## config.mk

```make
export PLATFORM = sky130hd
export DESIGN_NAME = alu
export DESIGN_NICKNAME = d
export VERILOG_FILES = /design/src/hw/core_pkg.sv /design/src/hw/alu.sv
export SDC_FILE = /design/constraint.sdc
export NUM_CORES = 1
export LEC_CHECK = 0
export ABC_AREA = 0
export BUFFER_PORTS_ARGS = -buffer_cell sky130_fd_sc_hd__buf_2
export CAP_MARGIN = 20
export CORE_ASPECT_RATIO = 1.1
export CORE_MARGIN = 4
export CORE_UTILIZATION = 57
export DETAILED_ROUTE_END_ITERATION = 8
export PLACE_DENSITY = 0.82
export SYNTH_ARGS = -nofsm -noshare
export SYNTH_HDL_FRONTEND = slang
export SYNTH_SLANG_ARGS = --single-unit
```

## constraint.sdc

```tcl
create_clock -name vclk -period 5.65
set_input_delay 1.13 -clock vclk [all_inputs]
set_output_delay 1.13 -clock vclk [all_outputs]
set_load 0.05 [all_outputs]
```

## src/hw/core_pkg.sv

```systemverilog
// RV32I subset only; 4 KiB instruction space, 8 KiB word-only data space, no CSRs
`default_nettype none

package core_pkg;

	localparam int XLEN     = 32;             // Data path width
	localparam int PC_W     = 12;             // Byte address into instruction memory
	localparam int IM_DEPTH = 2 ** (PC_W - 2); // 1024 instruction words
	localparam int DM_AW    = 11;             // Word address into data memory
	localparam int DM_DEPTH = 2 ** DM_AW;     // 2048 data words
	localparam int REG_AW   = 5;

	typedef logic [XLEN-1:0]   xlen_t;
	typedef logic [PC_W-1:0]   pc_t;
	typedef logic [REG_AW-1:0] reg_addr_t;
	typedef logic [DM_AW-1:0]  dm_addr_t;
	typedef logic [31:0]       inst_t;

	// Major opcodes of the supported subset
	localparam logic [6:0] OP_R      = 7'b0110011;
	localparam logic [6:0] OP_I      = 7'b0010011;
	localparam logic [6:0] OP_LUI    = 7'b0110111;
	localparam logic [6:0] OP_LOAD   = 7'b0000011;
	localparam logic [6:0] OP_STORE  = 7'b0100011;
	localparam logic [6:0] OP_BRANCH = 7'b1100011;
	localparam logic [6:0] OP_JAL    = 7'b1101111;
	localparam logic [6:0] OP_JALR   = 7'b1100111;

	localparam inst_t NOP_INST = 32'h0000_0013; // addi x0, x0, 0

	typedef enum logic [3:0] {
		ALU_ADD, ALU_SUB, ALU_AND, ALU_OR, ALU_XOR,
		ALU_SLT, ALU_SLTU, ALU_SLL, ALU_SRL, ALU_SRA
	} alu_op_t;

	// Source of the register write data
	typedef enum logic [1:0] {WB_PC4, WB_ALU, WB_LOAD} wb_sel_t;

	// Execute operand source
	typedef enum logic [1:0] {FWD_NONE, FWD_MEM, FWD_WB} fwd_sel_t;

	typedef enum logic {FS_LOADING, FS_RUNNING} fetch_state_t;

endpackage

`default_nettype wire

```

## src/hw/alu.sv

```systemverilog
// Branch compare covers BEQ, BNE, BLT and BGE only; other branch funct3 codes are never taken
`timescale 1ns/100ps
`default_nettype none

module alu (
	input  core_pkg::xlen_t   a,
	input  core_pkg::xlen_t   b,
	input  core_pkg::alu_op_t op,
	input  logic [2:0]        funct3,
	input  logic              is_branch,
	input  logic              is_jump,
	output core_pkg::xlen_t   result,
	output logic              taken
);
	import core_pkg::*;

	logic lt_s;                 // Signed less than
	logic cond;

	assign lt_s = $signed(a) < $signed(b);

	always_comb begin
		case (op)
			ALU_SUB:  result = a - b;
			ALU_AND:  result = a & b;
			ALU_OR:   result = a | b;
			ALU_XOR:  result = a ^ b;
			ALU_SLT:  result = xlen_t'(lt_s);
			ALU_SLTU: result = xlen_t'(a < b);
			ALU_SLL:  result = a << b[4:0];
			ALU_SRL:  result = a >> b[4:0];
			ALU_SRA:  result = $signed(a) >>> b[4:0];
			default:  result = a + b;      // ADD, loads, stores, LUI
		endcase
	end

	always_comb begin
		case (funct3)
			3'b000:  cond = (a == b);       // BEQ
			3'b001:  cond = (a != b);       // BNE
			3'b100:  cond = lt_s;           // BLT
			3'b101:  cond = !lt_s;          // BGE
			default: cond = 1'b0;
		endcase
	end

	assign taken = is_jump || (is_branch && cond);

endmodule

`default_nettype wire

```

==> results.md <==
Power and ir drop:
- The switching power of the nets is between 0.0008 and 0.0009 W.
- The share of total power dissipated in combinational logic is 100.0%.
- The sequential fraction of design power is 0%.
- Summed over all cells, the static leakage comes to between 4 and 5 nW.
- The share of power burned in the clock network is 0%.
- The internal cell power is between 0.0004 and 0.0005 W.
- The peak ir drop on the vdd network is ~0.000088 V.
- Dividing total power by cell area gives a power density of about 120 nW/µm².
- In this run switching power makes up 65.58% of total power.
- The post-route total power is around 0.0013 W.

Cells and area:
- In the finished design the tool counted flip-flops and latches totalling 0.
- The net count of the finished layout is approximately 1,500.
- The share of post-route cells with drive strength above 1 is a little over a fifth.
- The utilization after layout is approximately 64%.
- The filler cells instantiated in the layout total approximately 1,500.
- The number of clock-tree buffers in the layout is 0.
- For this run, the number of standard cells in the final layout without fillers is 1,567.
- The sequential standard cell area is 0 µm².
- The area growth from synthesis to layout is 11.09%.
- 0 antenna diodes ended up in the layout.

Setup path:
- The critical path goes through buf_2 > inv_1 > ha_1 > fa_1 > nor2_1 > o311a_1 > o21ai_2 > o21ai_2 > a2111oi_4 > o31ai_2 > nand4_1 > a32o_1 > a211oi_4 > buf_2.
- Along the worst path, the maximum fanout reaches 6.
- STA classifies the critical path endpoint as an output port.
- The worst setup path is of the in -> out kind.
- The worst setup path is launched from an input port.
- The cell at the slowest stage of the critical path is fa_1.
- Data on the critical path arrives at its endpoint at 4.35 ns.
- The largest incremental delay on the critical path is 0.42 ns.
- Data on the critical path is required at its endpoint by 4.52 ns.

Global route:
- The via count of the first global-routing pass is ~11,000.
- The number of antenna violations at the first check in global routing was 3.
- Summed over all layers, the global routing overflow is 0.
- The first global-routing pass estimated around 62,000 µm of wire.
- The largest net degree at the start of global routing is 70.
- Across every metal layer, demand over resource in global routing totals 43.33%.

STA:
- Static timing analysis puts the maximum clock frequency at 182.4 MHz.
- Setup repair after global routing left no endpoint under its margin.
- The number of setup violations in the final report is 0.
- The setup TNS is 0 ns.
- The ratio of final minimum period to clock period is a little over nine tenths.
- The slew at the pin closest to its max-slew limit is roughly 0.85 ns.
- The shortest clock period the worst path allows after layout is 5.482 ns.
- The tightest slew margin relative to the limit is a little over two fifths.
- Hold timing on the final database bottoms out at a slack of ~2.7 ns.
- The number of failing hold endpoints at the final stage is 0.
- The max-slew violation count came to 0.

Yosys:
- The compound-cell area share of the yosys netlist is a little under two fifths.
- The most frequently used cell type in the post-synthesis netlist is nor2_1.
- The synthesized design devotes to its leading area cell type a little over an eighth of total area.
- The dominant combinational cell family by area after synthesis is compound AO/OA/AOI/OAI gates.
- The xor and xnor area share after synthesis is less than 1%.
- The synthesized area divided by synthesized cell count is slightly above 7 µm².
- After Yosys synthesis, full adders, half adders and majority gates account for 13.82% of the synthesized area.
- The largest total area in the synthesized netlist belongs to ha_1.
- Synthesis produced between 1,000 and 1,500 cells.
- In this run, distinct cell masters in the synthesized netlist total 95.
- The part of the Yosys area used for sequential elements is 0%.
- The Yosys step of the flow raised 0 warnings.
- Measured against the total synthesized area, the mux share comes to 18.11%.
- The share of synthesized cell area in and, or, nand and nor gates is around a fifth.
- The net count after synthesis is 1,460.
- After synthesis the cells add up to between 9000 and 10,000 µm².
- By area the synthesized netlist is led by ha_1 13%, mux4_2 8.2%, a21oi_1 5.7%.
- Counting instances in the post-synthesis netlist gives the leading cell types as 131 x nor2_1, 111 x nand2_1, 103 x a21oi_1, 97 x ha_1, 89 x inv_1.

Die:
- The die is 128.3 µm wide.
- The number of I/O pins is around 110.
- The initial utilization of the core area, before any placement, comes to between 50% and 60%.
- The die is 140.3 µm tall.
- The number of cell rows is 48.
- The area of the core region is 15,680 µm².
- The floorplan step defined a die boundary enclosing around 18,000 µm².

Placed design:
- At the end of routability-driven placement, the weighted congestion stood at 1.052.
- The count of buffers added on input and output ports is 106.
- The number of cells in the design after placement is 1,567.
- The HPWL after detailed placement is between 30,000 and 40,000 µm.

Routing:
- The number of violations reported at the end of detailed-routing iteration 0 is 2,046.
- The via count normalized by instance count is around 7.3.
- The top routing layer in use is met5.
- For this block, the routed nets add up to between 40,000 and 50,000 µm of wire.
- The met2 wire length is between 15,000 and 20,000 µm.
- After detailed routing, the number of remaining DRC violations is 0.
- The vias after detailed routing is roughly 11,000.
- The count of nets left with antenna violations once routing finished came out at 0.
- The total met3 wirelength after detailed routing is 5703 µm.
- In the final routing, the length of wire on met1 measures 15,960 µm.
- The routed length per instance is around 26 µm.
- The length of the first detailed-routing pass in iterations is 7.

Clock tree:
- The post-CTS setup repair buffer count is 0.
- The number of resized instances in the post-cts repair step is 0.
- Buffers inserted to repair hold after CTS numbered 0.

Flow run:
- The count of maximum capacitance violations is 0.

Min path:
- The worst hold path cell count is 3.
- The class of the tightest hold or removal check is in -> out.

Run status:
- The flow ran to the end, and the final reports show no timing, DRC or antenna violations.
[critical path, delay by kind of cell]
kind	cells	cell delay, ns
simple gates	2	0.34
buf+inv	3	0.54
compound gates	7	1.67
fa+ha+maj	2	0.66
[layout by cell type (no fill, tap or decap), types with 22 or more instances in the layout]
master / netlist / layout
a21oi_1: 103 / 102
inv_1: 89 / 89
buf_4: 10 / 75
nor3_1: 26 / 23
mux4_2: 33 / 33
ha_1: 97 / 96
o21ai_1: 21 / 22
o21ai_0: 77 / 76
mux2i_1: 51 / 51
a211oi_1: 30 / 29
buf_2: 28 / 105
nand2_1: 111 / 111
nor2_1: 131 / 131
[final timing paths]
kind | from | end | slack [ns]
worst min-delay path | is_jump | taken | 2.67
worst max-delay path | a[0] | result[26] | 0.17
[power groups by stage]
| stage | clock [W] | combinational, W | sequential, W |
|---|---|---|---|
| 3_3_place_gp | 0 | 0.00119 | 0 |
| 3_5_place_dp | 0 | 0.00120 | 0 |
| 2_1_floorplan | 0 | 0.000848 | 0 |
| 5_1_grt | 0 | 0.00132 | 0 |
| 6_report | 0 | 0.00125 | 0 |
| 4_1_cts | 0 | 0.00121 | 0 |
[cell families (layout without fill, tap and decap cells)]
logic type                 Yosys count  in the layout
and+or+nand+nor                    383            383
muxes                              115            115
buffers and inverters              199            278
xor gates and xnor gates             6              6
AOI/OAI and AO/OA                  486            486
adders and majority gates           99             99
[final cells by class]
class / count / area [µm²] / area share, %
Timing Repair Buffer: 186 / 1200 / 11.90
Tap cell: 200 / 250.2 / 2.483
Multi-Input combinational cell: 1089 / 8282 / 82.16
Inverter: 92 / 347.8 / 3.451
[through the flow]
step           setup slack (ns)  instance area [µm²]
2_1_floorplan           0.01778                 9174
3_3_place_gp             0.2500                10060
3_5_place_dp             0.2018                10060
4_1_cts                  0.1936                10060
5_1_grt                 0.01088                10080
6_report                 0.1685                10080
[per-layer routing]
metal / global-route usage, % / vias up
li1: - / 5024
met2: 64.01 / 955
met1: 62.18 / 5314
met5: 0 / -
met3: 9.268 / 177
met4: 14.36 / 6
Power figures use the tool's default switching activity.
