--- config.mk ---
export PLATFORM = sky130hd
export DESIGN_NAME = decoder
export DESIGN_NICKNAME = d
export VERILOG_FILES = /design/src/hw/core_pkg.sv /design/src/hw/decoder.sv
export SDC_FILE = /design/constraint.sdc
export NUM_CORES = 1
export LEC_CHECK = 0
export BUFFER_PORTS_ARGS = -buffer_cell sky130_fd_sc_hd__buf_2
export CAP_MARGIN = 15
export CORE_ASPECT_RATIO = 0.9
export CORE_UTILIZATION = 34
export DETAILED_ROUTE_END_ITERATION = 10
export PLACE_DENSITY = 0.82
export SETUP_SLACK_MARGIN = 0.02
export SLEW_MARGIN = 20
export SYNTH_ARGS = -nofsm -noshare
export SYNTH_HDL_FRONTEND = slang
export SYNTH_SLANG_ARGS = --single-unit
--- constraint.sdc ---
create_clock -name vclk -period 1.8
set_clock_uncertainty 0.1 [all_clocks]
set_input_delay 0.09 -clock vclk [all_inputs]
set_output_delay 0.09 -clock vclk [all_outputs]
set_load 0.005 [all_outputs]
--- src/hw/core_pkg.sv ---
// RV32I subset only; 4 KiB instruction space, 8 KiB word-only data space, no CSRs
`default_nettype none

package core_pkg;

	localparam int XLEN     = 32;             // Data path width
	localparam int PC_W     = 12;             // Byte address into instruction memory
	localparam int IM_DEPTH = 2 ** (PC_W - 2); // 1024 instruction words
	localparam int DM_AW    = 11;             // Word address into data memory
	localparam int DM_DEPTH = 2 ** DM_AW;     // 2048 data words
	localparam int REG_AW   = 5;

	typedef logic [XLEN-1:0]   xlen_t;
	typedef logic [PC_W-1:0]   pc_t;
	typedef logic [REG_AW-1:0] reg_addr_t;
	typedef logic [DM_AW-1:0]  dm_addr_t;
	typedef logic [31:0]       inst_t;

	// Major opcodes of the supported subset
	localparam logic [6:0] OP_R      = 7'b0110011;
	localparam logic [6:0] OP_I      = 7'b0010011;
	localparam logic [6:0] OP_LUI    = 7'b0110111;
	localparam logic [6:0] OP_LOAD   = 7'b0000011;
	localparam logic [6:0] OP_STORE  = 7'b0100011;
	localparam logic [6:0] OP_BRANCH = 7'b1100011;
	localparam logic [6:0] OP_JAL    = 7'b1101111;
	localparam logic [6:0] OP_JALR   = 7'b1100111;

	localparam inst_t NOP_INST = 32'h0000_0013; // addi x0, x0, 0

	typedef enum logic [3:0] {
		ALU_ADD, ALU_SUB, ALU_AND, ALU_OR, ALU_XOR,
		ALU_SLT, ALU_SLTU, ALU_SLL, ALU_SRL, ALU_SRA
	} alu_op_t;

	// Source of the register write data
	typedef enum logic [1:0] {WB_PC4, WB_ALU, WB_LOAD} wb_sel_t;

	// Execute operand source
	typedef enum logic [1:0] {FWD_NONE, FWD_MEM, FWD_WB} fwd_sel_t;

	typedef enum logic {FS_LOADING, FS_RUNNING} fetch_state_t;

endpackage

`default_nettype wire

--- src/hw/decoder.sv ---
// Decodes the RV32I subset only; LW/SW word access, unsupported encodings become a NOP
`timescale 1ns/100ps
`default_nettype none

module decoder (
	input  core_pkg::inst_t     inst,
	output core_pkg::reg_addr_t rs1,
	output core_pkg::reg_addr_t rs2,
	output core_pkg::reg_addr_t rd,
	output core_pkg::xlen_t     imm,
	output core_pkg::alu_op_t   alu_op,
	output logic                use_imm,
	output logic                use_pc,
	output logic                reg_write,
	output logic                mem_read,
	output logic                mem_write,
	output logic                is_branch,
	output logic                is_jump,
	output logic                is_jalr,
	output core_pkg::wb_sel_t   wb_sel
);
	import core_pkg::*;

	logic [6:0] opcode;
	logic [2:0] funct3;
	logic [6:0] funct7;
	alu_op_t    arith_op;            // funct3 mapping shared by R and I forms
	logic       r_ok;
	xlen_t      imm_i, imm_s, imm_b, imm_u, imm_j;

	assign opcode = inst[6:0];
	assign funct3 = inst[14:12];
	assign funct7 = inst[31:25];

	assign imm_i = {{20{inst[31]}}, inst[31:20]};
	assign imm_s = {{20{inst[31]}}, inst[31:25], inst[11:7]};
	assign imm_b = {{19{inst[31]}}, inst[31], inst[7], inst[30:25], inst[11:8], 1'b0};
	assign imm_u = {inst[31:12], 12'b0};
	assign imm_j = {{11{inst[31]}}, inst[31], inst[19:12], inst[20], inst[30:21], 1'b0};

	// Only funct7 0x00, or 0x20 on SUB/SRA; M extension falls out here
	assign r_ok = (funct7 == 7'h00) || (funct7 == 7'h20 && (funct3 == 3'b000 || funct3 == 3'b101));

	always_comb begin
		case (funct3)
			3'b000:  arith_op = (opcode == OP_R && funct7[5]) ? ALU_SUB : ALU_ADD; // No SUBI
			3'b001:  arith_op = ALU_SLL;
			3'b010:  arith_op = ALU_SLT;
			3'b011:  arith_op = ALU_SLTU;
			3'b100:  arith_op = ALU_XOR;
			3'b101:  arith_op = funct7[5] ? ALU_SRA : ALU_SRL;
			3'b110:  arith_op = ALU_OR;
			default: arith_op = ALU_AND;
		endcase
	end

	always_comb begin
		// NOP defaults; unused sources stay x0 so they never raise a hazard
		rs1 = '0;
		rs2 = '0;
		rd = '0;
		imm = '0;
		alu_op = ALU_ADD;
		use_imm = 1'b0;
		use_pc = 1'b0;
		reg_write = 1'b0;
		mem_read = 1'b0;
		mem_write = 1'b0;
		is_branch = 1'b0;
		is_jump = 1'b0;
		is_jalr = 1'b0;
		wb_sel = WB_ALU;
		case (opcode)
			OP_R: if (r_ok) begin
				{rs1, rs2, rd} = {inst[19:15], inst[24:20], inst[11:7]};
				alu_op = arith_op;
				reg_write = 1'b1;
			end
			OP_I: begin
				{rs1, rd} = {inst[19:15], inst[11:7]};
				imm = imm_i;
				alu_op = arith_op;
				use_imm = 1'b1;
				reg_write = 1'b1;
			end
			OP_LUI: begin                        // x0 + imm through the adder
				rd = inst[11:7];
				imm = imm_u;
				use_imm = 1'b1;
				reg_write = 1'b1;
			end
			OP_LOAD: if (funct3 == 3'b010) begin // LW only
				{rs1, rd} = {inst[19:15], inst[11:7]};
				imm = imm_i;
				use_imm = 1'b1;
				reg_write = 1'b1;
				mem_read = 1'b1;
				wb_sel = WB_LOAD;
			end
			OP_STORE: if (funct3 == 3'b010) begin // SW only
				{rs1, rs2} = {inst[19:15], inst[24:20]};
				imm = imm_s;
				use_imm = 1'b1;
				mem_write = 1'b1;
			end
			OP_BRANCH: begin
				{rs1, rs2} = {inst[19:15], inst[24:20]};
				imm = imm_b;
				alu_op = ALU_SUB;
				use_pc = 1'b1;                   // Target is PC relative
				is_branch = 1'b1;
			end
			OP_JAL: begin
				rd = inst[11:7];
				imm = imm_j;
				use_pc = 1'b1;
				reg_write = 1'b1;
				is_jump = 1'b1;
				wb_sel = WB_PC4;                 // Link value
			end
			OP_JALR: begin
				{rs1, rd} = {inst[19:15], inst[11:7]};
				imm = imm_i;
				reg_write = 1'b1;
				is_jump = 1'b1;
				is_jalr = 1'b1;
				wb_sel = WB_PC4;
			end
			default: ;
		endcase
	end

endmodule

`default_nettype wire

==> impl_metrics.py <==
metrics = {
    "floorplan": {
        "start_util_pct": 36.0,
        "die_w_um": 55.6,
        "row_count": 17,
        "num_io_pins": 93,
        "design.core.area_um2": 2450,
        "dieArea_um2": 2790,
        "die_y_um": 50.3,
    },
    "pwr": {
        "finalPower_uw": 202,
        "ir_drop_mv": 0.0881,
        "power_density_nw_per_um2": 120,
        "p_leak_uw": 0.00103,
    },
    "final_layout": {
        "diodes": 0,
        "finish.net_count": 273,
        "drive_gt1_share_pct": 59.8,
        "regArea_um2": 0,
        "final_cell_mix": "90 x buf_2, 19 x a21o_1, 19 x buf_4",
        "final_common_cell": "buf_2",
        "clkbuf_count": 0,
        "area_delta_synth_final_pct": 91.6,
        "seq_cell_count": 0,
    },
    "global_route": {
        "grt_pass1_vias": 1291,
        "antenna_found_initial": 0,
        "grt_pass1_wl_um": 5570,
        "grt_max_degree": 13,
        "gr-usage-all-layers_pct": 23.3,
        "grt_overflow_total": 0,
    },
    "synthesis": {
        "yosys-top-cells-area": "a21o_1 16%, and2_1 5.0%, o2bb2ai_1 5.0%",
        "syn_area_per_cell_um2": 6.61,
        "synth_nets": 165,
        "syn_area_um2": 880,
        "synth_top_area_cell": "a21o_1",
        "synth_cell_type_count": 42,
        "yosys_warnings": 0,
        "yosysSeqAreaShare_pct": 0,
        "synth_top_area_share_pct": 16.2,
        "synthCells": 133,
    },
    "critical_path": {
        "cp-end-kind": "output port",
        "worstSetupStartpointType": "input port",
        "crit_arrival_ns": 1.66,
        "crit_type": "in2out",
        "crit_fanout": 11,
        "worstPathRequired_ns": 1.61,
    },
    "detailed_routing": {
        "wl_per_cell_um": 13.6,
        "met1_length_um": 1570,
        "drt-total-wl_um": 3620,
        "vias": 1479,
        "wl_met3_um": 309,
        "drc_errors": 0,
        "viasPerCell": 5.54,
        "drtPass1Iterations": 4,
        "drt_iter0_markers": 61,
        "route.top_layer_used": "met4",
        "postRouteAntennaNets": 0,
        "wl_met2_um": 1730,
    },
    "place": {
        "globalplace.congestion": 0.930,
        "hpwl_um": 2710,
        "io_buffers": 93,
    },
    "timing": {
        "finalCritPeriodShare_pct": 103,
        "hold_viol": 0,
        "fin_ws_ns": -0.0480,
        "worst_pin_slew_ns": 0.597,
        "finalSetupTns_ns": -0.358,
        "relSlewSlack_pct": 59.9,
        "finalSetupViolCount": 11,
        "rsz0062_at_grt": "true",
        "max_freq_mhz": 541,
        "post-route-min-period_ns": 1.85,
        "drv_slew": 0,
    },
    "run": {
        "max_cap_viol_count": 0,
    },
    "clocking": {
        "cts_hold_buf": 0,
    },
    "status": {
        "status": "finished with violations",
        "violations": "negative setup slack",
    },
    "worst_hold_path": {
        "hold_class": "in2out",
    },
}
[routing by layer]
layer  track usage (%)  vias up
met4              2.50        0
met3              2.32        2
met5                 0        -
met2              44.2       91
li1                  -      719
met1              29.3      667
[where the power goes]
part / switching, µW / internal [µW]
Clock: 0 / 0
Sequential: 0 / 0
Combinational: 109 / 93.0
Total: 109 / 93.0
[worst max-delay path: stages]
cell and delay [ns]:
buf_6 0.09, or3b_4 0.42, or4_4 0.53, a31oi_4 0.17, buf_12 0.15, a21o_1 0.09
buf_2 0.10
[cell usage after synthesis (2+ instances only)]
master     number
a21boi_0        5
nor3_1          8
a2111oi_2       2
and2_1          7
inv_1           4
nor3b_1         5
o2bb2ai_1       5
o21ai_0         2
xor2_1          2
o22ai_1         2
nand2_1        10
nand2b_1        3
a22o_1          4
buf_2           2
clkbuf_1        4
a21oi_1         5
a21o_1         19
nand3_1         5
or2_2           3
a31oi_1         3
nor2_1          9
and3_1          3
or3_1           2
[path summary, 6_finish.rpt]
path / startpoint / end / depth (start not counted)
worst min-delay path: inst[27] / imm[27] / 3
worst max-delay path: inst[12] / imm[20] / 7
[cells by family (layout without fill, tap and decap cells)]
family	Yosys count	count (layout)	share of synthesized area, %
muxes	1	1	1.14
xor gates and xnor gates	2	2	1.99
and+or+nand+nor	66	67	43.5
AOI/OAI and AO/OA	52	52	46.7
buffers and inverters	12	117	6.68
[what timing repair did]
item	4_1_cts	5_1_grt
gates cloned	0	1
endpoints found under the setup margin	43	53
pin swaps	4	11
setup buffers	0	1
gates resized for setup	6	27
[metrics by stage]
step | setup WS, ns | instance area (µm²) | utilization, % | std cells | hold WS, ns
after global routing | -0.0985 | 1690 | 68.9 | 267 | 0.371
final | -0.0480 | 1690 | 68.9 | 267 | 0.346
after detailed placement | -0.0621 | 1490 | 61.0 | 265 | 0.358
after floorplan | 0.0252 | 886 | - | 133 | 0.170
after global placement | -0.0441 | 1490 | 61.0 | 265 | 0.347
after CTS | -0.0397 | 1540 | 62.9 | 265 | 0.361
[layout make-up]
cell class / instances / area, µm²
Timing Repair Buffer: 113 / 647
Tap cell: 28 / 35.0
Multi-Input combinational cell: 122 / 988
Fill cell: 210 / 761
Inverter: 4 / 15.0
(Power assumes the default switching activity.)
