===== src/hw/core_pkg.sv =====
// RV32I subset only; 4 KiB instruction space, 8 KiB word-only data space, no CSRs
`default_nettype none

package core_pkg;

	localparam int XLEN     = 32;             // Data path width
	localparam int PC_W     = 12;             // Byte address into instruction memory
	localparam int IM_DEPTH = 2 ** (PC_W - 2); // 1024 instruction words
	localparam int DM_AW    = 11;             // Word address into data memory
	localparam int DM_DEPTH = 2 ** DM_AW;     // 2048 data words
	localparam int REG_AW   = 5;

	typedef logic [XLEN-1:0]   xlen_t;
	typedef logic [PC_W-1:0]   pc_t;
	typedef logic [REG_AW-1:0] reg_addr_t;
	typedef logic [DM_AW-1:0]  dm_addr_t;
	typedef logic [31:0]       inst_t;

	// Major opcodes of the supported subset
	localparam logic [6:0] OP_R      = 7'b0110011;
	localparam logic [6:0] OP_I      = 7'b0010011;
	localparam logic [6:0] OP_LUI    = 7'b0110111;
	localparam logic [6:0] OP_LOAD   = 7'b0000011;
	localparam logic [6:0] OP_STORE  = 7'b0100011;
	localparam logic [6:0] OP_BRANCH = 7'b1100011;
	localparam logic [6:0] OP_JAL    = 7'b1101111;
	localparam logic [6:0] OP_JALR   = 7'b1100111;

	localparam inst_t NOP_INST = 32'h0000_0013; // addi x0, x0, 0

	typedef enum logic [3:0] {
		ALU_ADD, ALU_SUB, ALU_AND, ALU_OR, ALU_XOR,
		ALU_SLT, ALU_SLTU, ALU_SLL, ALU_SRL, ALU_SRA
	} alu_op_t;

	// Source of the register write data
	typedef enum logic [1:0] {WB_PC4, WB_ALU, WB_LOAD} wb_sel_t;

	// Execute operand source
	typedef enum logic [1:0] {FWD_NONE, FWD_MEM, FWD_WB} fwd_sel_t;

	typedef enum logic {FS_LOADING, FS_RUNNING} fetch_state_t;

endpackage

`default_nettype wire


===== src/hw/hazard_unit.sv =====
// Forwards into execute from memory and writeback; a load-use pair costs one bubble
`timescale 1ns/100ps
`default_nettype none

module hazard_unit (
	input  core_pkg::reg_addr_t id_rs1,
	input  core_pkg::reg_addr_t id_rs2,
	input  core_pkg::reg_addr_t ex_rs1,
	input  core_pkg::reg_addr_t ex_rs2,
	input  core_pkg::reg_addr_t ex_rd,
	input  core_pkg::reg_addr_t mem_rd,
	input  core_pkg::reg_addr_t wb_rd,
	input  logic                ex_mem_read,
	input  logic                mem_reg_write,
	input  logic                wb_reg_write,
	input  logic                taken,
	output core_pkg::fwd_sel_t  forward_a,
	output core_pkg::fwd_sel_t  forward_b,
	output logic                stall,
	output logic                flush
);
	import core_pkg::*;

	logic mem_hit_a, mem_hit_b;
	logic wb_hit_a, wb_hit_b;
	logic load_use;

	// x0 writers never match
	assign mem_hit_a = mem_reg_write && mem_rd != '0 && mem_rd == ex_rs1;
	assign mem_hit_b = mem_reg_write && mem_rd != '0 && mem_rd == ex_rs2;
	assign wb_hit_a  = wb_reg_write && wb_rd != '0 && wb_rd == ex_rs1;
	assign wb_hit_b  = wb_reg_write && wb_rd != '0 && wb_rd == ex_rs2;

	// Youngest producer wins
	assign forward_a = mem_hit_a ? FWD_MEM : wb_hit_a ? FWD_WB : FWD_NONE;
	assign forward_b = mem_hit_b ? FWD_MEM : wb_hit_b ? FWD_WB : FWD_NONE;

	// Load in execute feeding the instruction in decode
	assign load_use = ex_mem_read && ex_rd != '0 && (ex_rd == id_rs1 || ex_rd == id_rs2);

	assign stall = load_use && !taken;   // Wrong-path consumer is flushed instead
	assign flush = taken;                // Kills IF/ID and ID/EX contents

endmodule

`default_nettype wire


===== config.mk =====
export PLATFORM = sky130hd
export DESIGN_NAME = hazard_unit
export DESIGN_NICKNAME = d
export VERILOG_FILES = /design/src/hw/core_pkg.sv /design/src/hw/hazard_unit.sv
export SDC_FILE = /design/constraint.sdc
export NUM_CORES = 1
export LEC_CHECK = 0
export ABC_AREA = 0
export BUFFER_PORTS_ARGS = -buffer_cell sky130_fd_sc_hd__buf_2
export CORE_AREA = 4 4 41 43
export DETAILED_ROUTE_END_ITERATION = 8
export DIE_AREA = 0 0 45 47
export PLACE_DENSITY = 0.8
export SLEW_MARGIN = 40
export SYNTH_ARGS = -nofsm -noshare
export SYNTH_HDL_FRONTEND = slang
export SYNTH_SLANG_ARGS = --single-unit

===== constraint.sdc =====
create_clock -name vclk -period 1.44
set_input_delay 0.288 -clock vclk [all_inputs]
set_output_delay 0.288 -clock vclk [all_outputs]
set_load 0.01 [all_outputs]

==> results.ini, run 1 <==
[routing]
first_pass_iters=3
route.detailed.drc=0
wire_per_inst_microns=14.9
via_count=602
via_cell_ratio=4.85
initial_detailed_routing_violation_count=6
drt-total-wl_mm=1.85
postRouteAntennaNets=0

[timing]
fin_crit_sh_pct=126
final_max_slew_viol_count=0
fmax_mhz=553
worstMarginPinSlew_ns=0.310
setup_viol_count_final=5
period_minus_slack_ns=1.81
tns_setup_ns=-1.22
hold_viol_final=0
max_slew_margin_pct=79.2
final_hold_slack_ns=0.779
rsz0062_at_grt=true
worst_slack_ns=-0.368

[final_layout]
layoutNonFillerInstCount=124
numSequentialCells=0
layout.nets=150
final-seq-area_sq_um=0
layout_common_cells=sky130_fd_sc_hd__buf_2, sky130_fd_sc_hd__xor2_1, sky130_fd_sc_hd__buf_6, sky130_fd_sc_hd__buf_4, sky130_fd_sc_hd__xnor2_1
final_common_cell=sky130_fd_sc_hd__buf_2
clkbuf_count=0
diodes=0
syn2layout_area_growth_pct=128
share_of_final_layout_standard_cells_stronger_than_drive_strength_1_pct=69.7

[logic_synthesis]
yosysTopAreaCellShare_pct=41.7
synth_area_sq_um=420
synthDominantAreaCellType=sky130_fd_sc_hd__xor2_1
ys_types=13
synth.net_count=92
netlist_top_cells_area=sky130_fd_sc_hd__xor2_1, sky130_fd_sc_hd__xnor2_1, sky130_fd_sc_hd__or4_1, sky130_fd_sc_hd__nor4_2, sky130_fd_sc_hd__buf_4
yosys_warnings=0
synth.yosys.seq_area_share_pct=0
synthesized_instance_count=53
postSynthAreaPerCell_sq_um=7.93

[worst_setup_path]
cp-start-kind=primary input
critPathArrivalTime_ns=1.52
critical_path_class=primary input to output pin
timing.critical_path.max_delay_family=simple AND/OR/NAND/NOR gates
worstPathCellList=buf_4, xor2_1, or4_4, nor4_4, buf_2
crit_slowest_cell=sky130_fd_sc_hd__or4_4
cpPeakStageDelay_ns=0.53
critPathCaptureType=output pin
critical_path_required_ns=1.15
timing.critical_path.from=wb_rd[4]
worst-path-buf-inv=2
path_max_fanout=3

[place]
io_buffers=45
numPlacedInstances=124
placement_stage_worst_setup_slack_ns=-0.399
globalplace.congestion=0.732

[floorplan]
dieWidth_microns=45
ioPinCount=45
die_height_microns=47
core_area_sq_um=1300
design.die.area_sq_um=2120
start_util_pct=32.3
core.rowCount=13

[grt]
grt_first_pass_wirelength_mm=2.62
grt_max_degree=4
grt_antenna_before_repair=0
vias_in_the_first_global_route=634
global_route.overflow_total=0
global_route.usage.total_pct=16.9

[run]
drv.max_cap_violation_count=0

[min_path]
hold_class=primary input to output pin
timing.hold.worst.start=taken

[outcome]
outcome=finished with violations
violated_checks=setup timing

[power]
power.static_leakage_nw=0.439
peakVddDrop_v=0.000159
power.density_nw_per_um2=293

[clock_tree]
holdBufCountCts=0

[metal layers]
metal / up-vias / track usage (%) / part of all wire (%)
li1: 295 / - / -
met1: 267 / 15.8 / 31
met2: 34 / 38.4 / 57
met3: 6 / 2.30 / 8.1
met4: 0 / 1.17 / 3.1
met5: - / 0 / 0
[cells by family after synthesis]
group	after synthesis	synth area share, %
buf+inv	3	5.36
simple gates	16	26.5
xor+xnor	30	62.5
compound gates	4	5.65
[final cells by class]
type / count / area [sq um]
well taps: 15 / 18.8
multi-input cells: 50 / 527
fillers: 105 / 344
repair buffers: 59 / 412
[repair_timing]
item	4_1_cts	5_1_grt
pin swaps	11	8
resized for setup	21	8
cloned	0	0
setup endpoints to repair	5	5
buffers inserted	0	0
[per-stage QoR]
stage / cell area, sq um / util [%] / total power, mW
after CTS: 906 / 69.6 / 0.257
after global placement: 805 / 61.8 / 0.218
final: 957 / 73.6 / 0.281
after floorplan: 478 / - / 0.102
after global routing: 957 / 73.6 / 0.301
after detailed placement: 805 / 61.8 / 0.226
[Yosys cell counts]
cell                      count
sky130_fd_sc_hd__nor3_1       2
sky130_fd_sc_hd__nor2b_1      1
sky130_fd_sc_hd__o21ai_0      1
sky130_fd_sc_hd__o21ai_2      1
sky130_fd_sc_hd__nor4_2       2
sky130_fd_sc_hd__xnor2_1     10
sky130_fd_sc_hd__o21ai_1      1
sky130_fd_sc_hd__nand3_1      4
sky130_fd_sc_hd__or4_1        5
sky130_fd_sc_hd__nor4_1       2
sky130_fd_sc_hd__buf_4        3
sky130_fd_sc_hd__xor2_1      20
sky130_fd_sc_hd__a21oi_1      1
[power breakdown]
| part | switching [mW] | internal [mW] | total, mW |
|---|---|---|---|
| Clock | 0 | 0 | 0 |
| Combinational | 0.126 | 0.155 | 0.281 |
| Sequential | 0 | 0 | 0 |
| Total | 0.126 | 0.155 | 0.281 |
[final timing paths]
path,endpoint,slack [ns],cells past startpoint
worst max-delay path,forward_b[1],-0.37,5
worst min-delay path,flush,0.78,2
No activity file was read; power rests on OpenSTA's default activity.
==> run 2: changes to the inputs <==
- ABC_CLOCK_PERIOD_IN_PS: unset -> 1790
- PLACE_DENSITY: 0.8 -> 0.77
- clock period: 1.44 -> 1.79 ns (I/O delays scaled with it)
==> run 2 against run 1 <==
The flow still finishes with violations (setup timing). Die area did not move. Routed wire length fell by 20%. Hold slack improved by 0.14 ns. Utilization fell by 10 points. Total power fell by 36%. Design area fell by 14%. Via count fell by 4.3%. Non-clock buffer count fell by 1. Cell count fell by 0.81%. First-iteration DRC count fell by 50%. Global-route usage fell by 2.7 points. Setup slack improved by 0.20 ns. Critical path type unchanged. Highest routed layer is now met3.
==> results.ini, run 2 (synthesis results as in run 1) <==
[floorplan]
core_area_sq_um=1300  ; unchanged
dieWidth_microns=45  ; unchanged
die_height_microns=47  ; unchanged
ioPinCount=45  ; unchanged
core.rowCount=13  ; unchanged
start_util_pct=32.3  ; unchanged
design.die.area_sq_um=2120  ; unchanged

[routing]
first_pass_iters=2  ; -1
via_count=576  ; -4.3%
wire_per_inst_microns=12.1  ; -19%
postRouteAntennaNets=0  ; unchanged
via_cell_ratio=4.68  ; -3.5%
route.detailed.drc=0  ; unchanged
drt-total-wl_mm=1.48  ; -20%
initial_detailed_routing_violation_count=3  ; -3

[min_path]
hold_class=primary input to output pin

[final_layout]
post-route-util_pct=63.1  ; -10 points
layout_common_cells=sky130_fd_sc_hd__buf_2, sky130_fd_sc_hd__xor2_1, sky130_fd_sc_hd__buf_4, sky130_fd_sc_hd__xnor2_1, sky130_fd_sc_hd__buf_6
numSequentialCells=0  ; unchanged
fill_cells=120  ; +14%
layout.nets=149  ; -0.67%
postLayoutCellArea_sq_um=821  ; -14%
share_of_final_layout_standard_cells_stronger_than_drive_strength_1_pct=62.0  ; -7.7 points
final-seq-area_sq_um=0  ; unchanged
final_common_cell=sky130_fd_sc_hd__buf_2
clkbuf_count=0  ; unchanged
syn2layout_area_growth_pct=95.2
multi_input_comb_area_sq_um=442  ; -16%
diodes=0  ; unchanged

[worst_setup_path]
critPathArrivalTime_ns=1.60  ; +0.08 ns
critical_path_class=primary input to output pin
worst-path-buf-inv=2  ; unchanged
critical_path_required_ns=1.43  ; +0.28 ns
path_max_fanout=3  ; unchanged
worstPathCellList=buf_6, xor2_1, or4_1, nor4_2, buf_2
critPathCaptureType=output pin
crit_slowest_cell=sky130_fd_sc_hd__or4_1
cpPeakStageDelay_ns=0.55  ; +0.02 ns
timing.critical_path.max_delay_family=simple AND/OR/NAND/NOR gates
cp-start-kind=primary input

[timing]
worst_slack_ns=-0.168  ; +0.200 ns
max_slew_margin_pct=79.0  ; -0.15 points
rsz0062_at_grt=true
fmax_mhz=511
setup_viol_count_final=3  ; -2
hold_viol_final=0  ; unchanged
period_minus_slack_ns=1.96
worstMarginPinSlew_ns=0.312  ; +0.00191 ns
final_hold_slack_ns=0.916  ; +0.138 ns
fin_crit_sh_pct=109
final_max_slew_viol_count=0  ; unchanged

[run]
drv.max_cap_violation_count=0  ; unchanged

[grt]
global_route.usage.total_pct=14.2  ; -2.7 points
global_route.overflow_total=0  ; unchanged
grt_first_pass_wirelength_mm=2.27  ; -13%
grt_antenna_before_repair=0  ; unchanged
vias_in_the_first_global_route=607  ; -4.3%
grt_max_degree=4  ; unchanged

[place]
placement_stage_worst_setup_slack_ns=-0.213  ; +0.186 ns
globalplace.congestion=0.833  ; +14%
io_buffers=45  ; unchanged
place.detailed.hpwl_mm=1.34
dpl-instance-area_sq_um=739  ; -8.1%

[clock_tree]
postCtsSetupRepairBufs=0  ; unchanged
holdBufCountCts=0  ; unchanged

[outcome]
violated_checks=setup timing
outcome=finished with violations

[power]
finalPower_mw=0.179  ; -36%
peakVddDrop_v=0.000101  ; -36%
power.density_nw_per_um2=218  ; -26%
power.static_leakage_nw=0.394  ; -10%

==> run 2: report_power, final <==
group          internal, mW  total [mW]  switching [mW]
sequential                0           0               0
combinational         0.101       0.179          0.0784
clock                     0           0               0
total                 0.101       0.179          0.0784
==> run 2: per-stage QoR <==
| step | cells | TNS, ns |
|---|---|---|
| after floorplan | 53 | 0 |
| after global placement | 123 | -0.409 |
| after detailed placement | 123 | -0.486 |
| after CTS | 123 | -0.396 |
| after global routing | 123 | -0.481 |
| final | 123 | -0.350 |
==> run 2: timing repair <==
action	CTS	global route
resized for setup	11	5
endpoints found under the setup margin	3	5
pin swaps	1	2
hold endpoints to repair	0	0
gates cloned	0	0
==> run 2: per-layer routing <==
metal | global-route usage [%] | wire length, microns
met4 | 1.17 | 0
met1 | 13.7 | 470
met2 | 31.4 | 850
met5 | 0 | 0
met3 | 2.30 | 162
==> run 2: cell type report <==
class / instances / area share [%]
multi-input cells: 50 / 53.8
repair buffers: 58 / 43.9
well taps: 15 / 2.29
==> run 2: final timing paths <==
check | from | endpoint | slack (ns) | cells after the start
hold / removal | taken | flush | 0.92 | 2
setup / recovery | wb_rd[0] | forward_b[1] | -0.17 | 5
==> run 3: changes to the inputs <==
- REMOVE_ABC_BUFFERS: unset -> 1
- SETUP_SLACK_MARGIN: unset -> 0.02
==> run 3 against run 2 <==
Cell count fell by 1.6%. Flip-flop and latch count did not move. Count of clock-buffer cells in the layout did not move. The run still ends with setup timing left. Combinational power rose by 6%. Highest routed layer is now met4. Maximum frequency fell by 0.75%. Die area did not move. Design area rose by 0.15%. Routed wire length rose by 11%. Non-clock buffer count fell by 2. Via count fell by 0.17%. Setup slack got worse by 0.015 ns. Utilization rose by 0.096 points.
==> results.ini, run 3 (synthesis results as in run 1) <==
[place]
placement_stage_worst_setup_slack_ns=-0.216  ; -0.00272 ns
io_buffers=45  ; unchanged
globalplace.congestion=0.742  ; -11%

[final_layout]
final_common_cell=sky130_fd_sc_hd__buf_2
numSequentialCells=0  ; unchanged
post-route-util_pct=63.2  ; +0.096 points
clkbuf_count=0  ; unchanged
syn2layout_area_growth_pct=95.5
share_of_final_layout_standard_cells_stronger_than_drive_strength_1_pct=64.2  ; +2.1 points
diodes=0  ; unchanged
fill_cells=122  ; +1.7%
layout.nets=147  ; -1.3%
layout_common_cells=sky130_fd_sc_hd__buf_2, sky130_fd_sc_hd__xor2_1, sky130_fd_sc_hd__buf_4, sky130_fd_sc_hd__xnor2_1, sky130_fd_sc_hd__buf_6
final-seq-area_sq_um=0  ; unchanged

[min_path]
hold_class=primary input to output pin

[power]
power.static_leakage_nw=0.397  ; +0.84%
peakVddDrop_v=0.000121  ; +20%
power.density_nw_per_um2=231  ; +5.7%

[timing]
final_hold_slack_ns=0.916  ; -0.000623 ns
period_minus_slack_ns=1.97  ; +0.0147 ns
final_max_slew_viol_count=0  ; unchanged
max_slew_margin_pct=79.1  ; +0.13 points
worstMarginPinSlew_ns=0.312  ; -0.000457 ns
worst_slack_ns=-0.183  ; -0.0147 ns
fmax_mhz=507  ; -0.75%
fin_crit_sh_pct=110  ; +0.82 points
rsz0062_at_grt=true
hold_viol_final=0  ; unchanged
setup_viol_count_final=4  ; +1

[floorplan]
die_height_microns=47  ; unchanged
dieWidth_microns=45  ; unchanged
start_util_pct=32.3  ; unchanged
ioPinCount=45  ; unchanged
core.rowCount=13  ; unchanged
design.die.area_sq_um=2120  ; unchanged
core_area_sq_um=1300  ; unchanged

[worst_setup_path]
cp-start-kind=primary input
critical_path_class=primary input to output pin
path_max_fanout=2  ; -1
critical_path_required_ns=1.43  ; about the same
critPathArrivalTime_ns=1.61  ; about the same
critPathCaptureType=output pin

[grt]
grt_max_degree=4  ; unchanged
global_route.usage.total_pct=15.7  ; +1.5 points
grt_antenna_before_repair=0  ; unchanged
global_route.overflow_total=0  ; unchanged
vias_in_the_first_global_route=571  ; -5.9%
grt_first_pass_wirelength_mm=2.49  ; +9.7%

[routing]
initial_detailed_routing_violation_count=3  ; unchanged
first_pass_iters=4  ; +2
via_count=575  ; -0.17%
drt-total-wl_mm=1.65  ; +11%
route.detailed.drc=0  ; unchanged
postRouteAntennaNets=0  ; unchanged
via_cell_ratio=4.75  ; +1.5%
wire_per_inst_microns=13.7  ; +13%

[outcome]
outcome=finished with violations
violated_checks=setup timing

[run]
drv.max_cap_violation_count=0  ; unchanged

[run 3: cell count changes in the layout (fill, tap and decap cells not counted), moves of 2 or more]
cell,previous run,this run
sky130_fd_sc_hd__nand3_2,0,2
sky130_fd_sc_hd__nand3_1,4,2
sky130_fd_sc_hd__buf_2,39,43
sky130_fd_sc_hd__xnor2_1,10,7
sky130_fd_sc_hd__buf_4,13,9
sky130_fd_sc_hd__buf_6,6,4
sky130_fd_sc_hd__xnor2_2,0,3
[run 3: worst paths after layout]
kind	startpoint	endpoint	slack, ns	depth (start not counted)
setup / recovery	mem_rd[3]	forward_b[1]	-0.18	7
hold / removal	taken	flush	0.92	2
[run 3: final cells by class]
type	instances	area, sq um	share of cell area, %
timing repair buffer	56	328	39.9
tap	15	18.8	2.28
multi-input combinational	50	475	57.8
[run 3: metrics by stage]
step | power (mW) | instance area [sq um] | cells | setup TNS (ns)
finish | 0.190 | 822 | 121 | -0.437
global route | 0.205 | 822 | 121 | -0.610
CTS | 0.185 | 816 | 122 | -0.415
detailed placement | 0.154 | 709 | 119 | -0.426
global placement | 0.150 | 709 | 119 | -0.386
floorplan | 0.0619 | 398 | 50 | -0.140
[run 3: critical path, stage by stage]
cell and delay, ns:
sky130_fd_sc_hd__buf_6 0.09, sky130_fd_sc_hd__or4_4 0.53, sky130_fd_sc_hd__o21ai_4 0.17, sky130_fd_sc_hd__buf_6 0.12, sky130_fd_sc_hd__nor4_4 0.03, sky130_fd_sc_hd__nor4_2 0.13, sky130_fd_sc_hd__buf_2 0.17
[run 3: metal layers]
layer | global-route usage, % | up-vias | share of wire [%]
li1 | - | 291 | -
met1 | 18.0 | 260 | 36
met2 | 31.4 | 20 | 58
met3 | 1.15 | 4 | 4.5
met4 | 2.92 | 0 | 1.4
met5 | 0 | - | 0
[run 3: report_power, final]
group / total, mW / internal [mW] / switching [mW]
logic: 0.190 / 0.102 / 0.0881
registers: 0 / 0 / 0
clock network: 0 / 0 / 0
total: 0.190 / 0.102 / 0.0881
[run 3: what timing repair did]
action                     4_1_cts  5_1_grt
setup endpoints to repair        2        4
hold buffers                     0        0
gates resized for setup         14        2
pin swaps                        9        2
buffers inserted                 3        1
